==> src/logic/bus_pkg.sv <==
// AXI4-Lite read response codes, arbiter FSM states and memory map of the object layer
package bus_pkg;

    // Read data width of the memory port
    localparam int BUS_DW = 32;

    // AXI4-Lite RRESP encoding
    typedef enum logic [1:0] {
        OKAY   = 2'b00,
        EXOKAY = 2'b01,
        SLVERR = 2'b10,
        DECERR = 2'b11
    } resp_t;

    // Arbiter phases
    // FREE waits for a request while ADDR and DATA carry the AR and R transfers
    typedef enum logic [1:0] {FREE, ADDR, DATA} arb_state_t;

    // Word addresses
    // Attribute table with one word per object
    localparam logic [15:0] ATTR_BASE = 16'h0000;
    // Graphics with one word per object row at GFX_BASE + code*8 + row
    // Pixel 0 sits in bits 3:0
    localparam logic [15:0] GFX_BASE = 16'h1000;

endpackage

==> src/logic/obj_bus_arbiter.sv <==
`timescale 1ns/100ps
// Round-robin arbiter joining the scanner and drawer AXI4-Lite read masters
module obj_bus_arbiter
    import bus_pkg::*;
#(
    parameter int MAW = 16
) (
    input  logic              clk,
    input  logic              arst_n,
    // Scanner
    input  logic [MAW-1:0]    scan_araddr,
    input  logic              scan_arvalid,
    output logic              scan_arready,
    output logic [BUS_DW-1:0] scan_rdata,
    output logic [1:0]        scan_rresp,
    output logic              scan_rvalid,
    input  logic              scan_rready,
    // Drawer
    input  logic [MAW-1:0]    draw_araddr,
    input  logic              draw_arvalid,
    output logic              draw_arready,
    output logic [BUS_DW-1:0] draw_rdata,
    output logic [1:0]        draw_rresp,
    output logic              draw_rvalid,
    input  logic              draw_rready,
    // Memory
    output logic [MAW-1:0]    araddr,
    output logic              arvalid,
    input  logic              arready,
    input  logic [BUS_DW-1:0] rdata,
    input  logic [1:0]        rresp,
    input  logic              rvalid,
    output logic              rready
);

    arb_state_t state;
    // Bit 0 for the scanner and bit 1 for the drawer
    logic [1:0] gnt;
    logic [1:0] req;
    logic last_draw;

    assign req = {draw_arvalid, scan_arvalid};

    always_ff @(posedge clk or negedge arst_n) begin
        if (!arst_n) begin
            state <= FREE;
            gnt <= 2'b00;
            last_draw <= 1'b0;
        end else begin
            case (state)
                FREE: begin
                    if (|req) begin
                        // On a tie the master not served last wins
                        gnt <= (req == 2'b11) ? (last_draw ? 2'b01 : 2'b10) : req;
                        state <= ADDR;
                    end
                end
                ADDR: begin
                    if (arvalid && arready) begin
                        state <= DATA;
                    end
                end
                default: begin
                    // Grant is dropped only once the R beat is taken
                    if (rvalid && rready) begin
                        last_draw <= gnt[1];
                        gnt <= 2'b00;
                        state <= FREE;
                    end
                end
            endcase
        end
    end

    // AR channel to the granted master
    assign arvalid = (state == ADDR) && |(gnt & req);
    assign araddr = gnt[1] ? draw_araddr : scan_araddr;
    assign scan_arready = (state == ADDR) && gnt[0] && arready;
    assign draw_arready = (state == ADDR) && gnt[1] && arready;

    // Data and response go to both masters but valid only to the owner
    assign rready = (state == DATA) && |(gnt & {draw_rready, scan_rready});
    assign scan_rvalid = (state == DATA) && gnt[0] && rvalid;
    assign draw_rvalid = (state == DATA) && gnt[1] && rvalid;
    assign scan_rdata = rdata;
    assign draw_rdata = rdata;
    assign scan_rresp = rresp;
    assign draw_rresp = rresp;

    // Never two owners at once
    a_grant_onehot: assert property (@(posedge clk) disable iff (!arst_n)
        $onehot0(gnt));

    // Master keeps its request steady while the memory stalls
    a_ar_stable: assert property (@(posedge clk) disable iff (!arst_n)
        arvalid && !arready |=> arvalid && $stable(araddr));

endmodule

==> config.mk <==
export PLATFORM = sky130hd
export DESIGN_NAME = obj_bus_arbiter
export DESIGN_NICKNAME = d
export VERILOG_FILES = /design/src/logic/bus_pkg.sv /design/src/logic/obj_bus_arbiter.sv
export SDC_FILE = /design/constraint.sdc
export NUM_CORES = 1
export LEC_CHECK = 0
export BUFFER_PORTS_ARGS = -buffer_cell sky130_fd_sc_hd__buf_2
export CAP_MARGIN = 10
export CORE_ASPECT_RATIO = 1.5
export CORE_MARGIN = 3
export CORE_UTILIZATION = 26
export DETAILED_ROUTE_END_ITERATION = 8
export GPL_ROUTABILITY_DRIVEN = 0
export PLACE_DENSITY = 0.78
export SYNTH_ARGS = -nofsm -noshare
export SYNTH_HDL_FRONTEND = slang
export SYNTH_SLANG_ARGS = --single-unit
export TNS_END_PERCENT = 20
==> constraint.sdc <==
create_clock -name clk -period 1.2 [get_ports clk]
set_input_delay 0.12 -clock clk [delete_from_list [all_inputs] [get_ports clk]]
set_output_delay 0.12 -clock clk [all_outputs]
set_load 0.02 [all_outputs]
Yosys cells after proc, flatten, opt, wreduce, memory -nomap -nowiden
Index checks and enable logic that the tools add are counted.
- bits in registers: 5
- bits of input ports: 74
- output and inout port bits: 90
- logic and storage cells: 43
- equal/unequal tests: 5
- multiplexer cells: 9
- bitwise gates (word level): 4
- reduce and logical (&&, ||, !) cells: 22
- operators with widths (kind ; count):
    $mux 16 ; 1
    $logic_and 1x1->1 ; 12
    $mux 2 ; 6
    $pmux 2 s2 ; 2
    $reduce_or 2->1 ; 4
    $reduce_and 3->1 ; 2
    $and 2x2->2 ; 2
    $eq 2x2->1 const B ; 2
    $ne 2x2->1 const B ; 2
    $reduce_bool 3->1 ; 1
    $eq 2x1->1 const B ; 1
    $logic_not 2->1 ; 1
    $not 1->1 ; 2
    $reduce_and 2->1 ; 1
    $reduce_bool 2->1 ; 1

Logic depth before layout (Yosys ltp)
Gate-level depths: netlist of the first run.
- depth in word-level cells: 6
- depth in mapped cells: 3
- mapped depth without buffers: 3

Worst setup path after synthesis of the first run
Ideal clock, no wire load.
- kind: flip-flop to flip-flop
- start: register gnt[0]
- end: register last_draw
- setup time: 125 ps
- arrival: 1072 ps
- data required time: 1075 ps
- slack: 3 ps
- cell stages (with the launch flop): 4
- path buffers: 0
- period minus slack after synthesis: 1197 ps
- cell sequence: dfrtp_1 a22oi_1 nand2b_4 mux2_4
- word-level cells in the longest chain between the ends: 5
- RTL lines (item ; RTL line ; source):
    start, declared ; obj_bus_arbiter.sv:38 ; logic [1:0] gnt;
    start signal, assigned ; obj_bus_arbiter.sv:54 ; gnt <= (req == 2'b11) ? (last_draw ? 2'b01 : 2'b10) : req;
    $and 2x2->2 ; obj_bus_arbiter.sv:82 ; assign rready = (state == DATA) && |(gnt & {draw_rready, scan_rready});
    $reduce_or 2->1 ; obj_bus_arbiter.sv:82 ;
    $logic_and 1x1->1 ; obj_bus_arbiter.sv:82 ;
    $logic_and 1x1->1 ; obj_bus_arbiter.sv:65 ; if (rvalid && rready) begin
    $reduce_and 2->1 (no source line) ; - ;
    end signal, assigned ; obj_bus_arbiter.sv:66 ; last_draw <= gnt[1];
    end, declared ; obj_bus_arbiter.sv:40 ; logic last_draw;
Every way passes these cells.
A chain may end at the register's enable or synchronous reset.

Final worst setup path of the first run
- start: register gnt[1]
- end: output port araddr[13]
- word-level cells in the longest chain between the ends: 1
- RTL lines (item ; RTL line ; source):
    $mux 16 ; obj_bus_arbiter.sv:77 ; assign araddr = gnt[1] ? draw_araddr : scan_araddr;
    end, declared ; obj_bus_arbiter.sv:27 ; output logic [MAW-1:0] araddr,
Every way passes these cells.

==> results by group, run 1 <==
GRT
  • GRT met3 Usage: 0.0373
  • Met1 GRT Util: 0.0682
  • First-pass GRT wire length: 3340 um
  • Most Crowded Layer GR: met2
  • Initial antenna violation count: 0
  • Met2 Usage GRT: 0.162
  • Vias in the first global route: 718
  • Total GRT Usage: 0.0967
  • Overflow after GRT: 0
  • Largest net degree at the start of global routing: 8

Synthesis
  • Dominant synthesized flop cell: dfrtp_1
  • Largest cells by area after synthesis: buf_4, mux2_2, dfrtp_1
  • Synth Instances: 117
  • Post-Syn Area: 0.00101 mm^2
  • Asr flop ratio synth: 1.00
  • Warnings from Yosys: 0
  • Post-Syn Area per Cell: 8.65 um^2
  • Register area share after synthesis: 0.124
  • Area leader, netlist: buf_4
  • Top cell type's share of synthesized area: 0.504
  • Number of enable flip-flop cells after synthesis: 0
  • Yosys reg bits: 5
  • Number of library cell types mapped by synthesis: 21
  • Post-Syn Nets: 191

Placement
  • Port bufs: 61
  • Final HPWL DP: 1870 um
  • Place WS: -0.0125 ns
  • DP Area: 896 um^2

Floorplanning
  • Core area: 0.00372 mm^2
  • Die height: 82.4 um
  • Io pins: 164
  • Die area: 0.00469 mm^2
  • Starting Density: 0.272
  • Die Span X: 56.9 um
  • # rows: 27

Finish
  • Commonest non-fill, non-tap cell in the layout: buf_2
  • Number of inserted diodes: 0
  • Layout cell share with drive strength beyond 1: 0.800
  • # nets final: 195
  • Synth-to-Final Area Change: 11.4%
  • Final instance area: 0.00113 mm^2
  • Most frequent cells in the layout: buf_2, buf_6, mux2_4
  • Post-layout util: 0.303

Clock tree
  • CTS Buf Count: 3
  • Clk_lat worst skew: 0.22 ns
  • Number of H-tree levels: 1
  • Root Driver: clkbuf_8
  • Setup bufs post-CTS: 0
  • CTS tree: built
  • Clock tree buffer depth: 2
  • Total clock sinks: 5
  • Reg clk slew, reported paths: 0.03 ns

Routing
  • Drt drc: 0
  • Via count: 714
  • Iteration count of the initial detailed-routing pass: 3
  • DR vias/cell: 4.38
  • DRT antenna net count: 0
  • Final wirelength: 2540 um
  • DR WL/cell: 15.6 um
  • Initial DRC Count: 14

Setup path
  • Critical path endpoint category: primary output
  • CP max stage delay: 0.44 ns
  • FF-to-FF setup slack: -0.08 ns
  • Slowest stage cell, crit path: dfrtp_2
  • Worst-path fanout max: 7
  • Arrival @ worst endpoint: 1.27 ns
  • Crit path cell chain: buf_8 > mux2_4 > buf_6
  • Crit Path Category: reg -> out
  • Startpoint types: flop
  • CP Data Required Time: 1.08 ns

STA
  • Endpoints failing setup: 23
  • Max Clk Rate: 719 MHz
  • Worst Clk Skew: 0.00116 ns
  • Final Hold Viols: 0
  • Worst Max-Slew Pin Slew: 0.224 ns
  • Minimum clock period: 1.39 ns
  • Max transition margin: 0.850
  • Max-slew violations: 0
  • Fin crit share: 1.16
  • RSZ-0062 raised after global routing: true
  • Setup WS post-layout: -0.191 ns

Worst hold path
  • Min-delay worst type: in -> reg

Run
  • MaxCap Viol Count: 0

Power and ir drop
  • Sequential fraction of design power: 0.148
  • Pint: 1.45 mW
  • Net Sw Frac: 0.386
  • Leak pwr: 0.591 nW
  • Maximum VDD drop: 1.17 mV
  • Combinational cell fraction of total power: 0.724
  • Pwr/cell area: 2100 mW/mm^2
  • Clock Power Share: 0.128
  • NetSw: 0.913 mW
  • Power after layout: 2.36 mW

Outcome
  • Status: complete, but fails checks
  • Violated checks: negative setup slack
==> area by class of cell <==
cell class / count / area (um^2)
well taps: 43 / 53.8
flip-flops and latches: 5 / 126
clock buffers: 4 / 45.0
multi-input cells: 41 / 412
repair buffers: 69 / 487
fillers: 406 / 2590
inverters: 1 / 3.75
==> state kept, by name (all words and copies together), names as in the netlist <==
signal,cells
gnt,2
last_draw,1
state,2
==> synth_stat cells, drive strengths merged (2+ instances only) <==
master	instances
buf	70
nand2	2
and3	2
and2	2
dfrtp	5
mux2	17
a22oi	2
a32o	2
o21ai	4
nand2b	3
==> repair_timing <==
action | CTS | global route
pin swaps | 1 | 0
cloned | 1 | 0
endpoints found under the setup margin | 23 | 25
gates resized for setup | 35 | 18
hold endpoints to repair | 5 | 0
hold buffers | 1 | 0
==> path summary, 6_finish.rpt <==
path	cells after the start	endpoint	from
worst max-delay path	3	araddr[13]	gnt[1]
worst min-delay path	2	gnt[1]	draw_arvalid
worst max register to register	3	last_draw	gnt[1]
worst min register to register	1	last_draw	last_draw
max in group asynchronous	2	gnt[1]	arst_n
min in group asynchronous	2	gnt[0]	arst_n
==> critical path: cells and delay by family, from the launching register on <==
family / cells / cell delay, ns
DFF: 1 / 0.44
muxes: 1 / 0.31
buffers and inverters: 2 / 0.29
==> per-stage QoR <==
stage                     TNS, ns  instances  hold slack [ns]
after CTS                   -4.13        163            0.182
final                       -3.77        163            0.187
after detailed placement  -0.0263        157          -0.0526
after floorplan                 0        117           -0.176
after global routing        -4.71        163            0.195
after global placement          0        157          -0.0554
==> routing by layer <==
layer | share of wire | vias to the layer above
li1 | - | 324
met1 | 0.23 | 317
met2 | 0.56 | 31
met3 | 0.11 | 42
met4 | 0.10 | 0
met5 | 0 | -
==> cell families (layout without fill, tap and decap cells) <==
group                  after synthesis  in the layout  synth area share
muxes                               17             17             0.193
buffers and inverters               71             74             0.518
and+or+nand+nor                     14             14            0.0964
AOI/OAI and AO/OA                   10             10            0.0692
DFF                                  5              5             0.124
==> power groups by stage <==
stage / Combinational [mW] / Sequential [mW] / Clock [mW]
floorplan: 1.15 / 0.318 / 0
global placement: 1.25 / 0.323 / 0
detailed placement: 1.28 / 0.323 / 0
CTS: 1.59 / 0.350 / 0.313
global route: 1.84 / 0.364 / 0.321
finish: 1.71 / 0.349 / 0.303
No activity file was read; power rests on OpenSTA's default activity.
==> run 2, diff against run 1 <==
--- a/config.mk
+++ b/config.mk
@@ -10,9 +10,11 @@
 export CORE_ASPECT_RATIO = 1.5
 export CORE_MARGIN = 3
 export CORE_UTILIZATION = 26
+export CTS_CLUSTER_DIAMETER = 50
 export DETAILED_ROUTE_END_ITERATION = 8
 export GPL_ROUTABILITY_DRIVEN = 0
 export PLACE_DENSITY = 0.78
+export SKIP_CTS_REPAIR_TIMING = 1
 export SYNTH_ARGS = -nofsm -noshare
 export SYNTH_HDL_FRONTEND = slang
 export SYNTH_SLANG_ARGS = --single-unit
==> run 2 against run 1 <==
  * The flow still finishes with violations (negative setup slack)
  * Clock-buffer cell count stayed put
  * Die area stayed put
  * Final area grew 1.6%
  * Sequential share of layout area shrank 0.17 points
  * Worst setup slack lost 0.0012 ns
  * Hold slack worse by 0.0026 ns
  * Sequential power hardly changed
  * Maximum frequency is essentially flat
  * Final cell count unchanged
  * Largest power group unchanged
  * Highest routed layer unchanged
==> results by group, run 2 (synthesis results as in run 1) <==
Clock tree
  • CTS tree: built
  • Number of H-tree levels: 1 (unchanged)
  • Reg clk slew, reported paths: 0.03 ns (about the same)
  • Clk_lat worst skew: 0.22 ns (about the same)
  • Clock tree buffer depth: 2 (unchanged)
  • CTS Buf Count: 3 (unchanged)
  • Total clock sinks: 5 (unchanged)
  • Root Driver: clkbuf_8

Worst hold path
  • Worst Hold Depth: 2 (unchanged)
  • Min-delay worst type: in -> reg

Routing
  • DR WL/cell: 16.3 um (+4.6%)
  • Met1 WL: 658 um (+12%)
  • Final wirelength: 2660 um (+4.6%)
  • Uppermost routed layer: met4
  • Initial DRC Count: 27 (+13)
  • Via count: 730 (+2.2%)
  • Iteration count of the initial detailed-routing pass: 3 (unchanged)
  • DRT antenna net count: 0 (unchanged)
  • Met2 routed WL: 1450 um (+2.0%)
  • Drt drc: 0 (unchanged)
  • Met3 wire len: 285 um (+2.5%)
  • DR vias/cell: 4.48 (+2.2%)

Floorplanning
  • Starting Density: 0.272 (unchanged)
  • Die Span X: 56.9 um (unchanged)
  • Die height: 82.4 um (unchanged)
  • Core area: 0.00372 mm^2 (unchanged)
  • # rows: 27 (unchanged)
  • Io pins: 164 (unchanged)
  • Die area: 0.00469 mm^2 (unchanged)

STA
  • Fin crit share: 1.16 (about the same)
  • Max transition margin: 0.843 (-0.00688)
  • Max-slew violations: 0 (unchanged)
  • Fin Hold WS: 0.185 ns (-0.00260 ns)
  • Worst Max-Slew Pin Slew: 0.234 ns (+0.0103 ns)
  • Worst Clk Skew: 0.000824 ns (-0.000338 ns)
  • RSZ-0062 raised after global routing: true
  • Max Clk Rate: 718 MHz (about the same)
  • Endpoints failing setup: 23 (unchanged)
  • Setup WS post-layout: -0.192 ns (-0.00119 ns)
  • Final Hold Viols: 0 (unchanged)
  • Minimum clock period: 1.39 ns (+0.00119 ns)

Setup path
  • FF-to-FF setup slack: -0.08 ns (about the same)
  • CP Data Required Time: 1.08 ns (about the same)
  • Critical path endpoint category: primary output
  • Worst-path fanout max: 7 (unchanged)
  • CP Launch Point: gnt[1]
  • CP max stage delay: 0.44 ns (about the same)
  • RR Startpoint: gnt[1]
  • Arrival @ worst endpoint: 1.27 ns (about the same)
  • RR Endpoint: last_draw
  • Slowest stage cell, crit path: dfrtp_2
  • Crit path cell chain: buf_8 > mux2_4 > buf_6
  • Crit Path Category: reg -> out
  • R2r worst-path depth: 3 (unchanged)
  • Setup crit end: araddr[13]
  • Startpoint types: flop

Placement
  • Port bufs: 61 (unchanged)
  • DP Area: 896 um^2 (unchanged)
  • Final HPWL DP: 1870 um (unchanged)
  • Place WS: -0.0125 ns (unchanged)

Finish
  • Post-layout util: 0.308 (+0.00471)
  • Number of inserted diodes: 0 (unchanged)
  • Largest regs: gnt (2), state (2), last_draw (1)
  • # nets final: 195 (unchanged)
  • Final instance area: 0.00114 mm^2 (+1.6%)
  • Layout cell share with drive strength beyond 1: 0.800 (unchanged)
  • Commonest non-fill, non-tap cell in the layout: buf_2
  • Most frequent cells in the layout: buf_2, buf_6, mux2_4
  • Synth-to-Final Area Change: 13.1%
  • Fillers: 393 (-3.2%)

Power and ir drop
  • Maximum VDD drop: 1.13 mV (-2.7%)
  • Clock Power Share: 0.125 (-0.003)
  • Power after layout: 2.41 mW (+1.8%)
  • Combinational cell fraction of total power: 0.730 (+0.006)
  • Net Sw Frac: 0.387 (+0.000550)
  • Pint: 1.48 mW (+1.7%)
  • Leak pwr: 0.608 nW (+2.9%)
  • Sequential fraction of design power: 0.145 (-0.003)
  • Pwr/cell area: 2100 mW/mm^2 (+0.27%)
  • NetSw: 0.931 mW (+2.0%)

GRT
  • Vias in the first global route: 669 (-6.8%)
  • Largest net degree at the start of global routing: 14 (+6)
  • First-pass GRT wire length: 2900 um (-13%)
  • Total GRT Usage: 0.0835 (-0.0132)
  • Initial antenna violation count: 0 (unchanged)
  • Overflow after GRT: 0 (unchanged)

Run
  • MaxCap Viol Count: 0 (unchanged)

Outcome
  • Status: complete, but fails checks
  • Violated checks: negative setup slack
## run 2: worst min path at each step
stage,from,to,slack [ns]
6_report,draw_arvalid,gnt[1],0.18
2_1_floorplan,arst_n,gnt[0],-0.18
3_5_place_dp,arst_n,gnt[1],-0.05
3_3_place_gp,arst_n,gnt[0],-0.06
5_1_grt,draw_arvalid,gnt[1],0.19
4_1_cts,arst_n,gnt[1],-0.28
## run 2: final cells by class
class	count	area, um^2	area share
Clock buffer	4	45.0	0.0393
Inverter	1	3.75	0.00328
Multi-Input combinational cell	41	427	0.373
Sequential cell	5	126	0.110
Tap cell	43	53.8	0.0470
Timing Repair Buffer	69	489	0.427
## run 2: power by group through the flow
| stage | combinational [mW] | sequential [mW] | clock, mW |
|---|---|---|---|
| after global routing | 1.88 | 0.364 | 0.321 |
| final | 1.76 | 0.350 | 0.301 |
| after floorplan | 1.15 | 0.318 | 0 |
| after CTS | 1.29 | 0.323 | 0.313 |
| after detailed placement | 1.28 | 0.323 | 0 |
| after global placement | 1.25 | 0.323 | 0 |
## run 2: through the flow
step                      cells  setup TNS (ns)
after floorplan             117               0
after global placement      157               0
after detailed placement    157         -0.0263
after CTS                   161           -4.09
after global routing        163           -4.67
final                       163           -3.78
## run 2: routing by layer
| layer | GRT usage | vias up |
|---|---|---|
| met4 | 0.146 | 0 |
| met1 | 0.0542 | 326 |
| li1 | - | 325 |
| met5 | 0 | - |
| met2 | 0.128 | 35 |
| met3 | 0.0404 | 44 |
## run 2: critical path, delay by kind of cell (launching register included)
family / cells / cell delay (ns)
buffers and inverters: 2 / 0.29
flip-flops: 1 / 0.44
multiplexers: 1 / 0.31
==> run 3, diff against run 2 <==
--- a/config.mk
+++ b/config.mk
@@ -7,13 +7,12 @@
 export LEC_CHECK = 0
 export BUFFER_PORTS_ARGS = -buffer_cell sky130_fd_sc_hd__buf_2
 export CAP_MARGIN = 10
-export CORE_ASPECT_RATIO = 1.5
 export CORE_MARGIN = 3
-export CORE_UTILIZATION = 26
+export CORE_UTILIZATION = 31
 export CTS_CLUSTER_DIAMETER = 50
 export DETAILED_ROUTE_END_ITERATION = 8
 export GPL_ROUTABILITY_DRIVEN = 0
-export PLACE_DENSITY = 0.78
+export PLACE_DENSITY = 0.88
 export SKIP_CTS_REPAIR_TIMING = 1
 export SYNTH_ARGS = -nofsm -noshare
 export SYNTH_HDL_FRONTEND = slang
==> constraint.sdc (replaced) <==
create_clock -name clk -period 1.7 [get_ports clk]
set_input_delay 0.17 -clock clk [delete_from_list [all_inputs] [get_ports clk]]
set_output_delay 0.17 -clock clk [all_outputs]
set_load 0.02 [all_outputs]
==> run 3 against run 2 <==
  * The run now ends clean
  * Via count decreased by 7.0%
  * Non-clock buffer count decreased by 6
  * Core utilization decreased by 1.7 points
  * Critical path depth unchanged
  * Final area decreased by 22%
  * Hold slack improved by 0.023 ns
  * Highest routed layer unchanged
==> results by group, run 3 (synthesis results as in run 1) <==
Outcome
  • Status: finished, final reports clean

Floorplanning
  • Die area: 0.00399 mm^2 (-15%)
  • Io pins: 164 (unchanged)
  • Starting Density: 0.329 (+0.0565)
  • # rows: 20 (-26%)
  • Die Span X: 63.1 um (+11%)
  • Die height: 63.1 um (-23%)
  • Core area: 0.00308 mm^2 (-17%)

Setup path
  • Arrival @ worst endpoint: 1.38 ns (+0.11 ns)
  • Crit path cell chain: buf_4 > mux2_2 > buf_2
  • Startpoint types: flop
  • R2r worst-path depth: 3 (unchanged)
  • CP max stage delay: 0.36 ns (-0.08 ns)
  • Delay-heaviest family, CP: buffers and inverters
  • Worst-path fanout max: 21 (+14)
  • RR Endpoint: last_draw
  • Slowest stage cell, crit path: mux2_2
  • RR Startpoint: gnt[0]
  • Crit Path Category: reg -> out
  • CP Launch Point: gnt[1]
  • CP Data Required Time: 1.53 ns (+0.45 ns)
  • Critical path endpoint category: primary output
  • FF-to-FF setup slack: 0.42 ns (+0.50 ns)
  • Bufs and invs on worst path: 2 (unchanged)

STA
  • Worst Clk Skew: 0.00227 ns (+0.00145 ns)
  • Final Hold Viols: 0 (unchanged)
  • Endpoints failing setup: 0 (-100%)
  • Fin Setup TNS: 0 ns (+3.78 ns)
  • Fin crit share: 0.910
  • RSZ-0062 raised after global routing: false
  • Max transition margin: 0.793 (-0.0494)
  • Worst Max-Slew Pin Slew: 0.307 ns (+0.0724 ns)
  • Minimum clock period: 1.55 ns
  • Max-slew violations: 0 (unchanged)
  • Max Clk Rate: 646 MHz

Routing
  • Drt drc: 0 (unchanged)
  • Iteration count of the initial detailed-routing pass: 3 (unchanged)
  • Final wirelength: 1960 um (-26%)
  • DR vias/cell: 4.30 (-4.0%)
  • Initial DRC Count: 38 (+41%)
  • DR WL/cell: 12.4 um (-24%)
  • DRT antenna net count: 0 (unchanged)
  • Via count: 679 (-7.0%)

Finish
  • # nets final: 189 (-3.1%)
  • Synth-to-Final Area Change: -11.5%
  • Most frequent cells in the layout: buf_2, mux2_2, dfrtp_1
  • Post-layout util: 0.291 (-0.0170)
  • Fillers: 340 (-13%)
  • Layout cell share with drive strength beyond 1: 0.763 (-0.0368)
  • Largest regs: gnt (2), state (2), last_draw (1)
  • Number of inserted diodes: 0 (unchanged)
  • Commonest non-fill, non-tap cell in the layout: buf_2

Run
  • MaxCap Viol Count: 0 (unchanged)

Clock tree
  • Total clock sinks: 5 (unchanged)
  • Root Driver: clkbuf_4
  • Clk_lat worst skew: 0.24 ns (+0.02 ns)
  • Number of H-tree levels: 1 (unchanged)
  • CTS tree: built
  • Clock tree buffer depth: 2 (unchanged)
  • CTS Buf Count: 3 (unchanged)
  • Reg clk slew, reported paths: 0.04 ns (about the same)

Power and ir drop
  • Pint: 0.652 mW (-56%)
  • Maximum VDD drop: 0.267 mV (-76%)
  • Combinational cell fraction of total power: 0.680 (-0.050)
  • Leak pwr: 0.475 nW (-22%)
  • NetSw: 0.521 mW (-44%)
  • Pwr/cell area: 1310 mW/mm^2 (-38%)
  • Net Sw Frac: 0.444 (+0.0572)
  • Sequential fraction of design power: 0.205 (+0.060)
  • Clock Power Share: 0.115 (-0.010)

Worst hold path
  • Min-delay worst type: in -> reg
  • Hold Path End: gnt[1]
  • Worst Hold Launch: draw_arvalid
  • Worst Hold Depth: 2 (unchanged)

GRT
  • Initial antenna violation count: 0 (unchanged)
  • Overflow after GRT: 0 (unchanged)
  • Vias in the first global route: 691 (+3.3%)
  • First-pass GRT wire length: 3110 um (+7.1%)
  • Largest net degree at the start of global routing: 22 (+8)
  • Total GRT Usage: 0.0977 (+0.0143)

Placement
  • Final HPWL DP: 1690 um (-9.4%)
  • Port bufs: 61 (unchanged)
run 3: cell type report:
cell class	count	area [um^2]	area share
timing repair buffer	63	323	0.360
inverter	1	3.75	0.00419
sequential	5	125	0.140
clock buffer	4	26.3	0.0293
tap	44	55.1	0.0615
multi-input combinational	41	363	0.405
run 3: per-layer routing:
metal / vias up / routed length [um] / track usage / part of all wire
met4: 0 / 101 / 0.107 / 0.052
met1: 293 / 579 / 0.0821 / 0.30
met2: 51 / 969 / 0.153 / 0.50
met3: 23 / 307 / 0.0553 / 0.16
li1: 312 / - / - / -
met5: - / 0 / 0 / 0
run 3: power groups by stage:
stage          Sequential, mW  Clock, mW  Combinational, mW
2_1_floorplan           0.225          0              0.814
3_3_place_gp            0.239          0              0.801
3_5_place_dp            0.241          0              0.806
4_1_cts                 0.241      0.144              0.809
5_1_grt                 0.250      0.150              0.870
6_report                0.241      0.135              0.797
run 3: metrics by stage:
stage          power [mW]  area (um^2)  std cells  hold WS [ns]  setup slack [ns]
2_1_floorplan        1.04         1010        117        -0.126             0.503
4_1_cts              1.19          886        157        -0.264             0.133
5_1_grt              1.27          896        158         0.207            0.0579
3_5_place_dp         1.05          860        153      -0.00402             0.395
3_3_place_gp         1.04          860        153      -0.00622             0.408
6_report             1.17          896        158         0.207             0.153
run 3: worst register-to-register path, cell delays in order (launching register included):
cell and delay [ns]:
dfrtp_1 0.40, a22oi_1 0.27, nand2b_4 0.20, mux2_4 0.29
run 3: worst max-delay path by stage:
stage | cells after the start | end
global route | 3 | araddr[9]
CTS | 3 | araddr[6]
floorplan | 3 | last_draw
finish | 3 | araddr[9]
global placement | 3 | araddr[6]
detailed placement | 3 | araddr[9]
